`config.mk`:
```
export PLATFORM = sky130hd
export DESIGN_NAME = rv_decode_stage
export DESIGN_NICKNAME = d
export VERILOG_FILES = /design/src/hw/rv_exec_pkg.sv /design/src/hw/rv_decode_stage.sv
export SDC_FILE = /design/constraint.sdc
export NUM_CORES = 1
export LEC_CHECK = 0
export ABC_AREA = 1
export CELL_PAD_IN_SITES_DETAIL_PLACEMENT = 1
export CELL_PAD_IN_SITES_GLOBAL_PLACEMENT = 1
export CORE_ASPECT_RATIO = 0.6
export CORE_MARGIN = 1
export CORE_UTILIZATION = 42
export CTS_CLUSTER_SIZE = 30
export DETAILED_ROUTE_END_ITERATION = 10
export DONT_BUFFER_PORTS = 1
export GPL_TIMING_DRIVEN = 0
export PLACE_DENSITY_LB_ADDON = 0.1
export SYNTH_ARGS = -nofsm -noshare
export SYNTH_HDL_FRONTEND = slang
export SYNTH_SLANG_ARGS = --single-unit
```
`constraint.sdc`:
```
create_clock -name clk -period 0.99 [get_ports clk]
set_input_delay 0.099 -clock clk [delete_from_list [all_inputs] [get_ports clk]]
set_output_delay 0.099 -clock clk [all_outputs]
set_load 0.02 [all_outputs]
```
`src/hw/rv_exec_pkg.sv`:
```
package rv_exec_pkg;

  localparam int xlen = 64;

  // major opcodes of the supported subset.
  typedef enum logic [6:0] {
    opc_op        = 7'b0110011,
    opc_op_imm    = 7'b0010011,
    opc_op_32     = 7'b0111011,
    opc_op_imm_32 = 7'b0011011,
    opc_lui       = 7'b0110111,
    opc_auipc     = 7'b0010111,
    opc_jal       = 7'b1101111,
    opc_branch    = 7'b1100011
  } rv_opcode_e;

  typedef enum logic [2:0] {
    addop,  // lui, auipc and plain sums.
    mop,
    mwop,
    riop,
    riwop,
    branch,
    none
  } alu_class_e;

  // apb register map.
  localparam logic [11:0] reg_instr    = 12'h000;
  localparam logic [11:0] reg_pc_lo    = 12'h008;
  localparam logic [11:0] reg_pc_hi    = 12'h00c;
  localparam logic [11:0] reg_br_count = 12'h010;
  localparam logic [11:0] reg_gpr_base = 12'h100;

  localparam logic [xlen-1:0] pc_reset = 64'h0000_0000_8000_0000;

endpackage

```
`src/hw/rv_decode_stage.sv`:
```
module rv_decode_stage
  import rv_exec_pkg::*;
(
  input  logic            clk,
  input  logic            rst_n,
  input  logic            issue_valid,
  input  logic [31:0]     issue_instr,
  output logic            d_valid,
  output logic            add_pc_en,
  output logic            add_rs1_en,
  output logic            add_zero_en,
  output logic            imm_en,
  output logic            rs2_en,
  output alu_class_e      alu_class,
  output logic [2:0]      funct3,
  output logic            funct7_5,
  output logic [xlen-1:0] imm,
  output logic [4:0]      rs1,
  output logic [4:0]      rs2,
  output logic [4:0]      rd,
  output logic            rd_wen,
  output logic            jal_en,
  output logic            branch_en
);

  rv_opcode_e      opcode;
  alu_class_e      class_d;
  logic [xlen-1:0] imm_i, imm_u, imm_b, imm_j, imm_d;
  logic            pc_d, rs1_d, zero_d, imm_en_d, rs2_d;
  logic            f7_d, wen_d, jal_d, br_d;
  logic            is_mul;
  logic            is_sra;

  assign opcode = rv_opcode_e'(issue_instr[6:0]);
  assign is_mul = issue_instr[31:25] == 7'b0000001;
  // i-type only looks at bit 30 for srai, so addi never turns into a sub.
  assign is_sra = issue_instr[30] & (issue_instr[14:12] == 3'b101);

  assign imm_i = {{52{issue_instr[31]}}, issue_instr[31:20]};
  assign imm_u = {{32{issue_instr[31]}}, issue_instr[31:12], 12'b0};
  assign imm_b = {{51{issue_instr[31]}}, issue_instr[31], issue_instr[7],
                  issue_instr[30:25], issue_instr[11:8], 1'b0};
  assign imm_j = {{43{issue_instr[31]}}, issue_instr[31], issue_instr[19:12],
                  issue_instr[20], issue_instr[30:21], 1'b0};

  always_comb begin
    class_d  = none;
    imm_d    = '0;
    pc_d     = 1'b0;
    rs1_d    = 1'b0;
    zero_d   = 1'b0;
    imm_en_d = 1'b0;
    rs2_d    = 1'b0;
    f7_d     = 1'b0;
    wen_d    = 1'b0;
    jal_d    = 1'b0;
    br_d     = 1'b0;
    case (opcode)
      opc_op, opc_op_32: begin
        if (opcode == opc_op) class_d = is_mul ? mop : riop;
        else class_d = is_mul ? mwop : riwop;
        rs1_d = 1'b1;
        rs2_d = 1'b1;
        f7_d  = issue_instr[30];
        wen_d = 1'b1;
      end
      opc_op_imm, opc_op_imm_32: begin
        class_d  = (opcode == opc_op_imm) ? riop : riwop;
        rs1_d    = 1'b1;
        imm_en_d = 1'b1;
        imm_d    = imm_i;
        f7_d     = is_sra;
        wen_d    = 1'b1;
      end
      opc_lui, opc_auipc: begin
        class_d  = addop;
        zero_d   = opcode == opc_lui;
        pc_d     = opcode == opc_auipc;
        imm_en_d = 1'b1;
        imm_d    = imm_u;
        wen_d    = 1'b1;
      end
      opc_jal: begin
        imm_d = imm_j; // link value is formed in the execute stage.
        jal_d = 1'b1;
        wen_d = 1'b1;
      end
      opc_branch: begin
        class_d = branch;
        rs2_d   = 1'b1;
        imm_d   = imm_b;
        br_d    = 1'b1;
      end
      default: ;
    endcase
    wen_d = wen_d & (issue_instr[11:7] != 5'd0); // x0 is never written.
  end

  always_ff @(posedge clk or negedge rst_n) begin
    if (!rst_n) d_valid <= 1'b0;
    else d_valid <= issue_valid;
  end

  always_ff @(posedge clk) begin
    if (issue_valid) begin
      add_pc_en   <= pc_d;
      add_rs1_en  <= rs1_d;
      add_zero_en <= zero_d;
      imm_en      <= imm_en_d;
      rs2_en      <= rs2_d;
      alu_class   <= class_d;
      funct3      <= issue_instr[14:12];
      funct7_5    <= f7_d;
      imm         <= imm_d;
      rs1         <= issue_instr[19:15];
      rs2         <= issue_instr[24:20];
      rd          <= issue_instr[11:7];
      rd_wen      <= wen_d;
      jal_en      <= jal_d;
      branch_en   <= br_d;
    end
  end

endmodule

```
### Word-level counts from Yosys, hierarchy flattened

Index checks and enable logic that the tools add are counted.

| storage, ports and cells | value |
|---|---|
| flip-flop bits (word level) | 95 |
| input port bits | 35 |
| output and inout port bits | 95 |
| logic and storage cells | 49 |

| operators by class | value |
|---|---|
| eq/ne operators | 10 |
| muxes and demuxes | 13 |
| bitwise gates (word level) | 2 |
| reductions and logical operators | 8 |

Operators by type and width:

| kind | count |
|---|---|
| 64-bit case mux with 4 select lines | 1 |
| 7-bit by 5-bit == test with 1-bit output (second input constant) | 3 |
| 7-bit by 6-bit == test with 1-bit output (second input constant) | 3 |
| 7-bit == test (second input constant) | 2 |
| 3-bit case mux with 4 select lines | 1 |
| 3-bit two-way mux | 3 |
| 4-bit OR reduction | 2 |
| 7-bit by 1-bit == test with 1-bit output (second input constant) | 1 |
| 7-bit OR reduction | 1 |
| 1-bit two-way mux | 6 |
| 2-bit OR reduction | 3 |
| 5-bit nonzero test | 1 |
| 3-bit == test (second input constant) | 1 |
| 3-bit OR reduction | 1 |
| 1-bit bitwise AND | 2 |
| 2-bit two-way mux | 1 |
| 1-bit case mux with 2 select lines | 1 |

### Depth between registers and ports, before layout

| logic depth | value |
|---|---|
| depth in word-level cells | 4 |
| gate-level depth with buffers | 9 |
| gate-level depth less buffers | 8 |

### Least setup slack after synthesis

No wires, ideal clock.

| path | value |
|---|---|
| kind | register to output |
| from | reg, netlist name imm[62] |
| to | out imm[32] |
| arrival | 1.182 ns |
| required time | 0.891 ns |
| slack | -0.291 ns |
| cell stages (with the launch flop) | 2 |
| path buffers | 1 |
| cell sequence | edfxtp_1 -> buf_4 |

RTL lines:

| element | line | text |
|---|---|---|
| end, declared | rv_decode_stage.sv:17 | `output logic [xlen-1:0] imm,` |

==> results.sh <==
export IMPL_grt_ovfl_total=0
export IMPL_required_ns=0.89
export IMPL_crit_chain="buf_4, buf_4"
export IMPL_ys_seq_area_share_pct=65.5
export IMPL_synth_cell_types=24
export IMPL_grt_max_degree=64
export IMPL_pre_cts_ws_ns=-0.465
export IMPL_synth_nets=279
export IMPL_final_cell_area_um2=3740
export IMPL_synth_most_common_cell="nand2_1"
export IMPL_worst_setup_path_end_kind="primary output"
export IMPL_whs_ns=-0.165
export IMPL_syn_area_per_cell_um2=11.9
export IMPL_yosys_warnings=0
export IMPL_cts_sinks=63
export IMPL_p_leak_nw=1.66
export IMPL_hold_class="primary input to flip-flop"
export IMPL_grt_pass1_vias=1930
export IMPL_status="finished with violations"
export IMPL_cp_slowest_cell="edfxtp_1"
export IMPL_routedWlPerCell_um=18.9
export IMPL_cpMostUsedCell="buf_4"
export IMPL_final_core_util_pct=58.9
export IMPL_die_w_um=109
export IMPL_antennaDiodeCount=0
export IMPL_fill_cells=653
export IMPL_dp_cells=327
export IMPL_layout_min_cycle_time_ns=1.42
export IMPL_netlist_instances=243
export IMPL_drive_gt1_share_pct=30.6
export IMPL_placementRows=22
export IMPL_rsz0062_at_grt="true"
export IMPL_grt_first_pass_wirelength_um=10700
export IMPL_dieHeight_um=66.2
export IMPL_syn_to_final_growth_pct=29.9
export IMPL_core_area_um2=6360
export IMPL_cp_max_fo=7
export IMPL_dpl_hpwl_um=4460
export IMPL_finalCritPeriodShare_pct=143
export IMPL_die_area_um2=7210
export IMPL_ios=130
export IMPL_routed_wl_um=7140
export IMPL_worst_slack_ns=-0.430
export IMPL_clkTransAtPathRegs_ns=0.05
export IMPL_clock_path_buffers=2
export IMPL_post_dp_cell_area_um2=3010
export IMPL_finalHoldViolations=63
export IMPL_root_buffer="clkbuf_16"
export IMPL_cp_endpoint="imm[33]"
export IMPL_power_density_nw_per_um2=1940
export IMPL_synth_cells_most_frequent="nand2_1, edfxtp_1, buf_4, nor2_1, nand3_1"
export IMPL_globalplace_congestion=0.741
export IMPL_cp_top_family="flip-flops"
export IMPL_maxCapViolations=0
export IMPL_final_nets=325
export IMPL_crit_path_start="imm[62]$_DFFE_PP_"
export IMPL_grt_use_total_pct=21.4
export IMPL_port_buffers=0
export IMPL_maxSlewViolCount=0
export IMPL_synth_top_area_share_pct=64.6
export IMPL_synth_ff_type="edfxtp_1"
export IMPL_setup_violations=33
export IMPL_final_cells=378
export IMPL_worst_pin_slew_ns=0.435
export IMPL_path_buf_inv=2
export IMPL_max_freq_mhz=704
export IMPL_synth_edff_count=62
export IMPL_ys_ff_latch=63
export IMPL_cts_made_buffers=9
export IMPL_htreeDepth=3
export IMPL_viasPerCell=4.93
export IMPL_dr_total_vias=1863
export IMPL_dr_first_iter_drc_count=107
export IMPL_peakVddDrop_v=0.00109
export IMPL_slew_headroom_pct=71.0
export IMPL_cts_tree="yes"
export IMPL_yosys_area_top_type="edfxtp_1"
export IMPL_violations="hold timing, setup timing"
export IMPL_critPathKind="flip-flop to primary output"
export IMPL_drc_errors=0
export IMPL_ant_nets=0
export IMPL_critical_path_arrival_ns=1.32
export IMPL_first_pass_iters=4
export IMPL_antenna_found_initial=0
export IMPL_synth_async_sr_flop_share_pct=1.59
export IMPL_cp_slowest_stage_delay_ns=0.61
export IMPL_postCtsHoldBufs=29
export IMPL_start_util_pct=45.3
export IMPL_synth_area_leaders="edfxtp_1, buf_4, nand2_1, nand3_2, nand3_1"
export IMPL_syn_area_um2=2880
export IMPL_start_kind="flip-flop"
export IMPL_worstSetupPathDepth=2
[report_power, final]
| group | internal [mW] | switching [mW] | total (mW) |
|---|---|---|---|
| combinational | 0.254 | 0.276 | 0.531 |
| sequential | 3.13 | 0.295 | 3.42 |
| clock | 2.19 | 1.12 | 3.31 |
[cell usage in the layout (no fill, tap or decap), drive strengths merged]
| master | instances |
|---|---|
| nand2 | 70 |
| edfxtp | 62 |
| buf | 41 |
| dlygate4sd3 | 26 |
| nand3 | 26 |
| nor2 | 23 |
| inv | 15 |
| clkbuf | 10 |
| nor3 | 3 |
| clkinvlp | 2 |
| bufinv | 2 |
| clkinv | 2 |
| dlymetal6s4s | 2 |
| a21oi | 2 |
| o21ai | 1 |
| a21boi | 1 |
| nor3b | 1 |
| nor4 | 1 |
| nand4 | 1 |
| ha | 1 |
| dfrtp | 1 |
| dlymetal6s2s | 1 |
[state kept, by name, summed over array words and instances (netlist names)]
name         count
branch_en        1
rd               5
imm_en           1
jal_en           1
alu_class        3
d_valid          1
rs1              5
rd_wen           1
imm             32
add_rs1_en       1
rs2_en           1
funct7_5         1
add_zero_en      1
funct3           3
rs2              5
add_pc_en        1
[area by class of cell]
cell class	count	area [µm²]	area share [%]
multi-input cells	130	696	18.6
repair buffers	35	348	9.29
clock buffers	10	229	6.12
flip-flops and latches	63	1890	50.4
inverters	15	56.3	1.50
well taps	84	105	2.81
plain buffers	35	337	8.99
clock inverters	6	85.1	2.27
[worst min path at each step]
stage,startpoint,endpoint,slack [ns],depth (start not counted)
after floorplan,rst_n,d_valid$_DFF_PN0_,-0.20,0
after global placement,rst_n,d_valid$_DFF_PN0_,-0.20,0
after detailed placement,rst_n,d_valid$_DFF_PN0_,-0.20,0
after CTS,issue_valid,d_valid$_DFF_PN0_,-0.20,0
after global routing,issue_valid,d_valid$_DFF_PN0_,-0.19,0
final,issue_valid,d_valid$_DFF_PN0_,-0.16,0
[per-stage QoR]
step           power (mW)  TNS [ns]
6_report             7.26    -12.97
5_1_grt              7.50    -14.64
4_1_cts              7.33    -14.36
3_5_place_dp         3.83    -19.94
3_3_place_gp         3.82    -17.25
2_1_floorplan        3.76     -9.49
[timing repair]
item,4_1_cts,5_1_grt
endpoints found under the hold margin,113,63
cloned,1,0
buffers inserted,4,1
pin swaps,0,3
endpoints found under the setup margin,33,45
resized for setup,23,8
[routing by layer]
layer	track usage (%)	vias up	part of all wire, %	routed length (µm)
met4	7.94	0	1.3	91
met2	31.9	80	46	3280
met5	0	-	0	0
li1	-	888	-	-
met1	28.2	888	46	3260
met3	8.18	7	7.2	517
[kinds of logic (layout without fill, tap and decap cells)]
kind of cell,count (synthesis),in the layout,share of synthesized area [%]
compound gates,4,4,0.782
fa+ha+maj,1,1,0.434
buf+inv,50,101,11.5
flops,63,63,65.5
simple gates,125,125,21.8
No activity file was read; power rests on OpenSTA's default activity.
