[config.mk]
export PLATFORM = sky130hd
export DESIGN_NAME = rv_apb_port
export DESIGN_NICKNAME = d
export VERILOG_FILES = /design/src/hw/rv_exec_pkg.sv /design/src/hw/rv_apb_port.sv
export SDC_FILE = /design/constraint.sdc
export NUM_CORES = 1
export LEC_CHECK = 0
export BUFFER_PORTS_ARGS = -buffer_cell sky130_fd_sc_hd__buf_4
export CELL_PAD_IN_SITES_DETAIL_PLACEMENT = 1
export CELL_PAD_IN_SITES_GLOBAL_PLACEMENT = 1
export CORE_MARGIN = 4
export CORE_UTILIZATION = 20
export CTS_CLUSTER_SIZE = 12
export DETAILED_ROUTE_END_ITERATION = 16
export PLACE_DENSITY = 0.8
export SKIP_CTS_REPAIR_TIMING = 1
export SYNTH_ARGS = -nofsm -noshare
export SYNTH_HDL_FRONTEND = slang
export SYNTH_SLANG_ARGS = --single-unit
[constraint.sdc]
create_clock -name clk -period 1.87 [get_ports clk]
set_clock_uncertainty 0.05 [all_clocks]
set_input_delay 0.187 -clock clk [delete_from_list [all_inputs] [get_ports clk]]
set_output_delay 0.187 -clock clk [all_outputs]
set_load 0.02 [all_outputs]
[src/hw/rv_exec_pkg.sv]
package rv_exec_pkg;

  localparam int xlen = 64;

  // major opcodes of the supported subset.
  typedef enum logic [6:0] {
    opc_op        = 7'b0110011,
    opc_op_imm    = 7'b0010011,
    opc_op_32     = 7'b0111011,
    opc_op_imm_32 = 7'b0011011,
    opc_lui       = 7'b0110111,
    opc_auipc     = 7'b0010111,
    opc_jal       = 7'b1101111,
    opc_branch    = 7'b1100011
  } rv_opcode_e;

  typedef enum logic [2:0] {
    addop,  // lui, auipc and plain sums.
    mop,
    mwop,
    riop,
    riwop,
    branch,
    none
  } alu_class_e;

  // apb register map.
  localparam logic [11:0] reg_instr    = 12'h000;
  localparam logic [11:0] reg_pc_lo    = 12'h008;
  localparam logic [11:0] reg_pc_hi    = 12'h00c;
  localparam logic [11:0] reg_br_count = 12'h010;
  localparam logic [11:0] reg_gpr_base = 12'h100;

  localparam logic [xlen-1:0] pc_reset = 64'h0000_0000_8000_0000;

endpackage

[src/hw/rv_apb_port.sv]
module rv_apb_port
  import rv_exec_pkg::*;
(
  input  logic            clk,
  input  logic            rst_n,
  input  logic [11:0]     paddr,
  input  logic            psel,
  input  logic            penable,
  input  logic            pwrite,
  input  logic [31:0]     pwdata,
  input  logic            busy,
  input  logic [xlen-1:0] pc,
  input  logic [31:0]     br_count,
  input  logic [xlen-1:0] host_rdata,
  output logic [31:0]     prdata,
  output logic            pready,
  output logic            pslverr,
  output logic            issue_valid,
  output logic [31:0]     issue_instr,
  output logic [4:0]      host_raddr
);

  logic access;
  logic hit_instr;
  logic hit_pc_lo;
  logic hit_pc_hi;
  logic hit_count;
  logic hit_gpr;
  logic bad_access;
  logic wr_instr;

  assign access    = psel & penable;
  assign hit_instr = paddr == reg_instr;
  assign hit_pc_lo = paddr == reg_pc_lo;
  assign hit_pc_hi = paddr == reg_pc_hi;
  assign hit_count = paddr == reg_br_count;
  assign hit_gpr   = (paddr[11:8] == reg_gpr_base[11:8]) && (paddr[1:0] == 2'b00);

  // everything except the instruction register is read only.
  assign bad_access = !(hit_instr | hit_pc_lo | hit_pc_hi | hit_count | hit_gpr) |
                      (pwrite ? !hit_instr : hit_instr);

  // reads wait until both stages are empty.
  assign pready   = access & (pwrite | !(busy | issue_valid));
  assign pslverr  = pready & bad_access;
  assign wr_instr = pready & pwrite & !bad_access;

  assign host_raddr = paddr[7:3];

  always_comb begin
    prdata = '0;
    if (hit_pc_lo) prdata = pc[31:0];
    else if (hit_pc_hi) prdata = pc[xlen-1:32];
    else if (hit_count) prdata = br_count;
    else if (hit_gpr) prdata = paddr[2] ? host_rdata[xlen-1:32] : host_rdata[31:0];
  end

  always_ff @(posedge clk or negedge rst_n) begin
    if (!rst_n) issue_valid <= 1'b0;
    else issue_valid <= wr_instr;
  end

  always_ff @(posedge clk) begin
    if (wr_instr) issue_instr <= pwdata;
  end

endmodule

# Yosys cells after proc, flatten, opt, wreduce, memory -nomap -nowiden
# Index checks and enable logic that the tools add are counted.
dict set report classes {
  eq_ne 4
  mux 6
  bitwise 12
  n_reduce_logical 7
}
# op count
set ops {}
lappend ops {{32-bit two-way mux} 5}
lappend ops {{12-bit by 4-bit == test with 1-bit output, second input constant} 2}
lappend ops {{12-bit by 5-bit == test with 1-bit output, second input constant} 1}
lappend ops {{12-bit zero test} 1}
lappend ops {{1-bit bitwise OR} 7}
lappend ops {{1-bit AND} 5}
lappend ops {{4-bit by 1-bit == test with 1-bit output, second input constant} 1}
lappend ops {{1-bit zero test} 4}
lappend ops {{2-bit zero test} 1}
lappend ops {{1-bit logical AND} 1}
lappend ops {{1-bit two-way mux} 1}
dict set report word_totals {
  regBits 33
  input_bits 210
  output_inout_bits 72
  wordCells 31
}

# Depth between registers and ports, before layout
# Gate-level depths: netlist of the first run.
dict set report logic_depth {
  ltp_word 9
  depth_mapped 6
  ltp_nobuf 4
}

# Worst setup path before layout of the first run
# Ideal clock, no wire load.
dict set report synth_timing {
  path_type {input port to flip-flop}
  from {input paddr[7]}
  to {register issue_instr[0] (enable)}
  setup_ps 392
  arrival_time_ps 2197
  t_required_ps 1428
  slack_ps -769
  path_stages 4
  n_path_buf 1
  cell_sequence {or4_4 nor4_1 buf_2 and4_1}
}
dict set report synth_between {
  elab_chain_cells 9
  elab_cells_between_ends 14
  classes_between {3 x eq/ne; 1 x mux; 6 x bitwise; 4 x reduce/logical}
}
# element line_no
set synth_rtl {}
lappend synth_rtl {{start: declaration} rv_apb_port.sv:6} ;# input logic [11:0] paddr,
lappend synth_rtl {{12-bit by 4-bit == test with 1-bit output or 12-bit zero test (tied branches)} {rv_apb_port.sv:34, rv_apb_port.sv:33}}
lappend synth_rtl {{1-bit bitwise OR (4 in series)} rv_apb_port.sv:40} ;# assign bad_access = !(hit_instr | hit_pc_lo | hit_pc_hi | hit_count | hit_gpr) |
lappend synth_rtl {{1-bit zero test} rv_apb_port.sv:40}
lappend synth_rtl {{1-bit bitwise OR *} rv_apb_port.sv:40}
lappend synth_rtl {{1-bit zero test *} rv_apb_port.sv:46} ;# assign wr_instr = pready & pwrite & !bad_access;
lappend synth_rtl {{1-bit AND *} rv_apb_port.sv:46}
lappend synth_rtl {{via wr_instr} rv_apb_port.sv:30} ;# logic wr_instr;
lappend synth_rtl {{end signal: assignment} rv_apb_port.sv:64} ;# if (wr_instr) issue_instr <= pwdata;
lappend synth_rtl {{end: declaration} rv_apb_port.sv:19} ;# output logic [31:0] issue_instr,
# Mark *: on every way through the listed nets, which the timed path passes. The rest lies on a longest branch.
# A chain may end at the register's enable or synchronous reset.

# Worst setup path in the final report of the first run
dict set report layout_timing {
  from {input paddr[7]}
  to {output prdata[20]}
}
dict set report layout_between {
  elab_chain_cells 4
  elab_cells_between_ends 6
  classes_between {3 x eq/ne; 3 x mux}
}
# element line_no
set layout_rtl {}
lappend layout_rtl {{12-bit by 5-bit == test with 1-bit output} rv_apb_port.sv:36} ;# assign hit_count = paddr == reg_br_count;
lappend layout_rtl {{32-bit two-way mux} rv_apb_port.sv:54} ;# else if (hit_count) prdata = br_count;
lappend layout_rtl {{32-bit two-way mux} rv_apb_port.sv:53} ;# else if (hit_pc_hi) prdata = pc[xlen-1:32];
lappend layout_rtl {{32-bit two-way mux *} rv_apb_port.sv:52} ;# if (hit_pc_lo) prdata = pc[31:0];
lappend layout_rtl {{end: declaration} rv_apb_port.sv:15} ;# output logic [31:0] prdata,
# Every way passes the cells marked *; elsewhere a longest branch is shown, timed or not.

==> results of run 1 <==
logic make-up (layout without fill, tap and decap cells):
group                  after synthesis  in the layout  share of synthesized area, %
flip-flops                          33             33                         40.41
buffers and inverters               29            326                         5.744
AND/OR/NAND/NOR                     67             67                         17.08
multiplexers                        44             44                         18.05
AO/OA/AOI/OAI                       60             60                         18.72
cell usage in the layout, fill, tap and decap left out, types with 2 or more instances in the layout:
master	n
buf_4	271
mux2i_1	44
buf_6	33
edfxtp_1	32
nor2b_1	21
and3_1	20
o22ai_1	16
o22a_2	14
clkbuf_16	9
o22ai_2	8
o221ai_4	7
nand3_1	6
o22a_4	6
a21o_1	5
buf_12	4
buf_8	4
or3_4	3
nor4_4	3
or2_2	2
or4_4	2
nand3_2	2
layer usage:
metal	vias to the layer above	part of all wire [%]
li1	1516	-
met1	1586	36
met2	151	55
met3	33	5.9
met4	0	3.1
met5	-	0
cells in the mapped netlist:
master    instances
a22oi_1           1
and2_1            1
o211a_1           1
or4_4             1
dfrtp_1           1
buf_4             5
nor4_1            3
nand2b_1          2
and3_1           20
a211oi_1          1
buf_6             1
o21a_1            1
edfxtp_1         32
o22a_1           20
mux2i_1          44
nand2_1           1
or4_1             2
nor2_1            1
nor2b_1          21
or2_2             2
o221ai_1          7
buf_1             2
clkbuf_1         16
nand3_1           8
a21o_1            5
or3_1             3
and3b_1           1
and4_1            1
o22ai_1          24
buf_2             4
inv_1             1
state kept, by name (all words and copies together), names as in the netlist:
| name | cells |
|---|---|
| issue_instr | 32 |
| issue_valid | 1 |
cell type report:
type,count,area share [%]
well taps,147,3.270
clock buffers,5,2.225
multi-input cells,171,29.37
flip-flops and latches,33,17.53
inverters,1,0.06674
clock inverters,3,0.3115
repair buffers,317,47.23
through the flow:
stage / instances / TNS, ns / power [mW] / hold WS [ns] / util [%]
after floorplan: 233 / -7.484 / 0.9982 / -0.1586 / -
after global placement: 655 / -25.38 / 1.387 / -0.08702 / 41.72
after detailed placement: 655 / -26.61 / 1.402 / -0.08136 / 41.72
after CTS: 663 / -17.01 / 2.199 / -0.3755 / 42.91
after global routing: 677 / -12.82 / 2.308 / 0.01609 / 47.02
final: 677 / -9.134 / 2.202 / 0.02824 / 47.02
where the power goes:
group / leakage [nW] / switching [mW] / internal (mW) / total [mW]
sequential: 0.301 / 0.0000123 / 0.811 / 0.811
clock: 0.0712 / 0.305 / 0.488 / 0.792
combinational: 2.38 / 0.214 / 0.385 / 0.599
worst min path at each step:
stage	depth (start not counted)	endpoint
final	1	issue_instr[15]
after global placement	1	issue_valid
after CTS	1	issue_valid
after global routing	1	issue_instr[15]
after detailed placement	1	issue_valid
after floorplan	0	issue_valid
==> flow_summary.json, run 1 <==
{
  "multi_input_area_um2": 1652,
  "rsz0062_at_grt": "yes",
  "place_ws_ns": -0.4861,
  "finalWorstSetupSlack_ns": -0.3242,
  "setup.worst_path.start": "paddr[7]",
  "dr.first_iter.drc_count": 158,
  "fin_area_um2": 5624,
  "critical_path_arrival_ns": 1.96,
  "start_util_pct": 20.40,
  "p_leak_nw": 2.748,
  "cts.path.max_buffers": 2,
  "grt-busiest-layer": "met2",
  "crit_end": "prdata[20]",
  "slew_headroom_pct": 74.03,
  "crit_fanout": 15,
  "hp-class": "input pin to flop",
  "wire_per_inst_um": 21.49,
  "num_rows": 40,
  "seq_area_um2": 985.9,
  "fp.dieH_um": 118.5,
  "use_met2_pct": 34.12,
  "cts_buffers": 5,
  "yosysTopAreaCell": "edfxtp_1",
  "wl_mm": 14.55,
  "grt_first_pass_wirelength_mm": 20.11,
  "grt_pass1_vias": 3474,
  "synth_top_cell_area_share_pct": 39.38,
  "path_delay_family": "simple AND/OR/NAND/NOR gates",
  "drv_slew": 0,
  "violations": "negative setup slack",
  "worstSetupEndpointType": "output port",
  "crit_path_cell_trace": "buf_6 -> or4_4 -> or4_4 -> clkbuf_16 -> o22ai_1 -> o22a_2 -> buf_4",
  "grt_max_degree": 44,
  "drive_gt1_share_pct": 70.75,
  "ys_top_cells_by_area": "edfxtp_1 (39%), mux2i_1 (18%), o22a_1 (7.2%)",
  "timing.final.crit_period_ns": 2.194,
  "numPortBuffers": 281,
  "diodes": 0,
  "max_cap_violations": 0,
  "synth_cell_types": 31,
  "synth_area_per_cell_um2": 10.47,
  "ys_ff_latch": 33,
  "fin_nets": 739,
  "cts.htree.levels": 2,
  "drc_errors": 0,
  "yosysWarnings": 0,
  "syn_to_final_growth_pct": 130.5,
  "met1_usage_pct": 20.45,
  "cp_num_buf_inv": 3,
  "worst_slew_pin_slew_ns": 0.3787,
  "hold_viol": 0,
  "gp_congestion": 0.9368,
  "die_area_um2": 14030,
  "vias": 3286,
  "cts_tree": "built",
  "setup_viol": 60,
  "antenna_found_initial": 0,
  "dr.pass1.iters": 4,
  "ioPinCount": 282,
  "cts_root_buf": "clkbuf_16",
  "fmax_mhz": 455.8,
  "vias_per_cell": 4.854,
  "syn_inst": 233,
  "peakVddDrop_uv": 409.2,
  "status": "finished with violations",
  "path_clk_slew_ns": 0.06,
  "seq_area_frac_synth_pct": 40.41,
  "clock_sinks": 33,
  "synth_nets": 443,
  "die_w_um": 118.5,
  "finalCritPeriodShare_pct": 117.3,
  "crit_cells": 7,
  "cpMostUsedCell": "or4_4",
  "grt_util_all_layers_pct": 18.29,
  "power_density_nw_per_um2": 391.6,
  "criticalPathCategory": "input pin to output port",
  "cp-start-kind": "input pin",
  "min_from": "pwdata[15]",
  "slowest_delay_ns": 0.53,
  "synth_area_um2": 2440,
  "grt_remaining_overflow": 0,
  "cp.required_ns": 1.63,
  "critPathSlowestCell": "or4_4",
  "detailed_place_hpwl_mm": 11.17,
  "final_antenna_net_count": 0,
  "placed_area_um2": 4990,
  "grtUsageMet3_pct": 4.450,
  "coreArea_um2": 11960,
  "n_fill_cell": 1345
}
No activity file was read; power rests on OpenSTA's default activity.
==> run 2: changes to the inputs <==
ABC_AREA = 1   (was unset)
PLACE_DENSITY = 0.79   (was 0.8)
==> run 2 against run 1 <==
Against the previous run:
- the flow now finishes without violations
- setup slack better by 0.45 ns
- hold slack improved by 0.012 ns
- critical path depth is 3 higher
- total power is 4.1% lower
- routed wire length up 4.2%
- sequential power about the same
- cell count rose by 26%
- via count is 19% higher
==> flow_summary.json, run 2 <==
{
  "status": "finished, final reports clean",
  "worst_slew_pin_slew_ns": 0.3258,
  "fmax_mhz": 574.0,
  "numPortBuffers": 281,
  "synth_simple_gate_area_share_pct": 40.52,
  "grt_util_all_layers_pct": 18.03,
  "rsz0062_at_grt": "no",
  "die_area_um2": 15940,
  "synthTopCellsByCount": "nand2_1 (122), nand3_1 (47), edfxtp_1 (32)",
  "wire_per_inst_um": 17.76,
  "hold_depth": 1,
  "final_antenna_net_count": 0,
  "fin_cells": 854,
  "multi_input_area_um2": 1584,
  "dr.first_iter.drc_count": 224,
  "cp.required_ns": 1.63,
  "criticalPathCategory": "input pin to output port",
  "power_density_nw_per_um2": 392.3,
  "peakVddDrop_uv": 668.8,
  "fin_nets": 888,
  "vias_per_cell": 4.585,
  "cts.htree.levels": 2,
  "cts_tree": "built",
  "min_from": "pwdata[11]",
  "synth_top_family_by_area": "simple AND/OR/NAND/NOR gates",
  "synth_edf_count": 32,
  "critical_path_arrival_ns": 1.51,
  "grt_max_degree": 34,
  "synth_cell_types": 28,
  "ys_top_cells_by_area": "edfxtp_1 (34%), nand2_1 (16%), nand3_1 (8.4%)",
  "largest_reg_flops": 32,
  "placed_cells": 843,
  "clock_sinks": 33,
  "num_rows": 42,
  "p_leak_nw": 2.703,
  "drv_slew": 0,
  "cts_buffers": 5,
  "syn_to_final_growth_pct": 92.49,
  "cp_num_buf_inv": 4,
  "fin_area_um2": 5385,
  "yosysTopAreaCell": "edfxtp_1",
  "syn_inst": 393,
  "p_total_mw": 2.113,
  "path_delay_family": "buffers and inverters",
  "crit_path_cell_trace": "buf_4 -> nor2_2 -> inv_1 -> nor2_2 -> nand2_1 -> buf_4 -> o21ai_0 -> a21oi_1 -> nor2_1 -> buf_4",
  "layout_commonest_cell": "buf_4",
  "synth_area_per_cell_um2": 7.119,
  "gp_congestion": 0.8837,
  "synth_nets": 603,
  "cts_root_buf": "clkbuf_16",
  "coreArea_um2": 13450,
  "hp-class": "input pin to flop",
  "setup.worst_path.start": "paddr[11]",
  "slew_headroom_pct": 78.28,
  "path_clk_slew_ns": 0.05,
  "critPathSlowestCell": "o21ai_0",
  "grt_pass1_vias": 4327,
  "slowest_delay_ns": 0.21,
  "drive_gt1_share_pct": 49.41,
  "grt_remaining_overflow": 0,
  "synth_fa_ha_area_share_pct": 0,
  "die_w_um": 126.3,
  "vias": 3916,
  "hold_slack_ns": 0.04071,
  "layout_common_cells": "buf_4 (301), nand2_1 (120), nand3_1 (47)",
  "cp-start-kind": "input pin",
  "synth_area_um2": 2798,
  "worstSetupEndpointType": "output port",
  "setup_viol": 0,
  "yosysWarnings": 0,
  "cts.path.max_buffers": 2,
  "placed_area_um2": 5199,
  "wl_mm": 15.17,
  "reg_top3": "issue_instr x32, issue_valid x1",
  "regMostFlops": "issue_instr",
  "ys_ff_latch": 33,
  "fp.dieH_um": 126.3,
  "synthMuxAreaShare_pct": 0,
  "holdPathEnd": "issue_instr[11]",
  "drc_errors": 0,
  "timing.final.crit_period_ns": 1.742,
  "crit_fanout": 12,
  "detailed_place_hpwl_mm": 12.70,
  "synth_compound_area_share_pct": 14.80,
  "antenna_found_initial": 0,
  "hold_viol": 0,
  "dr.pass1.iters": 4,
  "finalCritPeriodShare_pct": 93.16,
  "synthXorXnorAreaFrac_pct": 0,
  "cpMostUsedCell": "buf_4",
  "yosysMostFrequentCell": "nand2_1",
  "finalSetupTns_ns": 0,
  "async_reset_ff_share_pct": 3.030,
  "diodes": 0,
  "seq_area_frac_synth_pct": 35.24,
  "synth_top_cell_area_share_pct": 34.35,
  "n_fill_cell": 1660,
  "seq_area_um2": 985.9,
  "max_cap_violations": 0,
  "grt_first_pass_wirelength_mm": 23.06,
  "ioPinCount": 282,
  "start_util_pct": 20.80,
  "synth_ff_type": "edfxtp_1"
}
run 2: worst max-delay path by stage:
stage / to / cells past startpoint
global placement: issue_instr[13] / 9
finish: prdata[1] / 10
detailed placement: prdata[4] / 9
CTS: prdata[4] / 9
global route: prdata[10] / 10
floorplan: issue_instr[0] / 9
run 2: power breakdown:
| group | switching (mW) | total, mW | internal, mW |
|---|---|---|---|
| clock | 0.261 | 0.741 | 0.480 |
| combinational | 0.208 | 0.558 | 0.351 |
| sequential | 0.000281 | 0.814 | 0.813 |
| total | 0.469 | 2.11 | 1.64 |
run 2: per-stage QoR:
| stage | setup WS, ns | util (%) |
|---|---|---|
| CTS | 0.02606 | 39.63 |
| global route | 0.007306 | 40.03 |
| finish | 0.1280 | 40.03 |
| floorplan | -0.08266 | - |
| detailed placement | 0.03279 | 38.64 |
| global placement | 0.08913 | 38.64 |
run 2: logic make-up (layout without fill, tap and decap cells):
kind of cell / after synthesis / count (layout)
AND/OR/NAND/NOR: 240 / 240
AO/OA/AOI/OAI: 69 / 69
buffers and inverters: 51 / 336
flip-flops: 33 / 33
run 2: final cells by class:
type / instances / share of cell area, %
timing repair buffer: 307 / 44.01
multi-input combinational: 309 / 29.41
sequential: 33 / 18.31
tap: 176 / 4.089
clock buffer: 6 / 2.393
inverter: 22 / 1.719
clock inverter: 1 / 0.06970
run 2: per-layer routing:
metal	wire, µm	GRT usage, %
met5	0	0
met4	312	4.543
met3	779	2.879
met2	8309	35.12
met1	5765	20.21
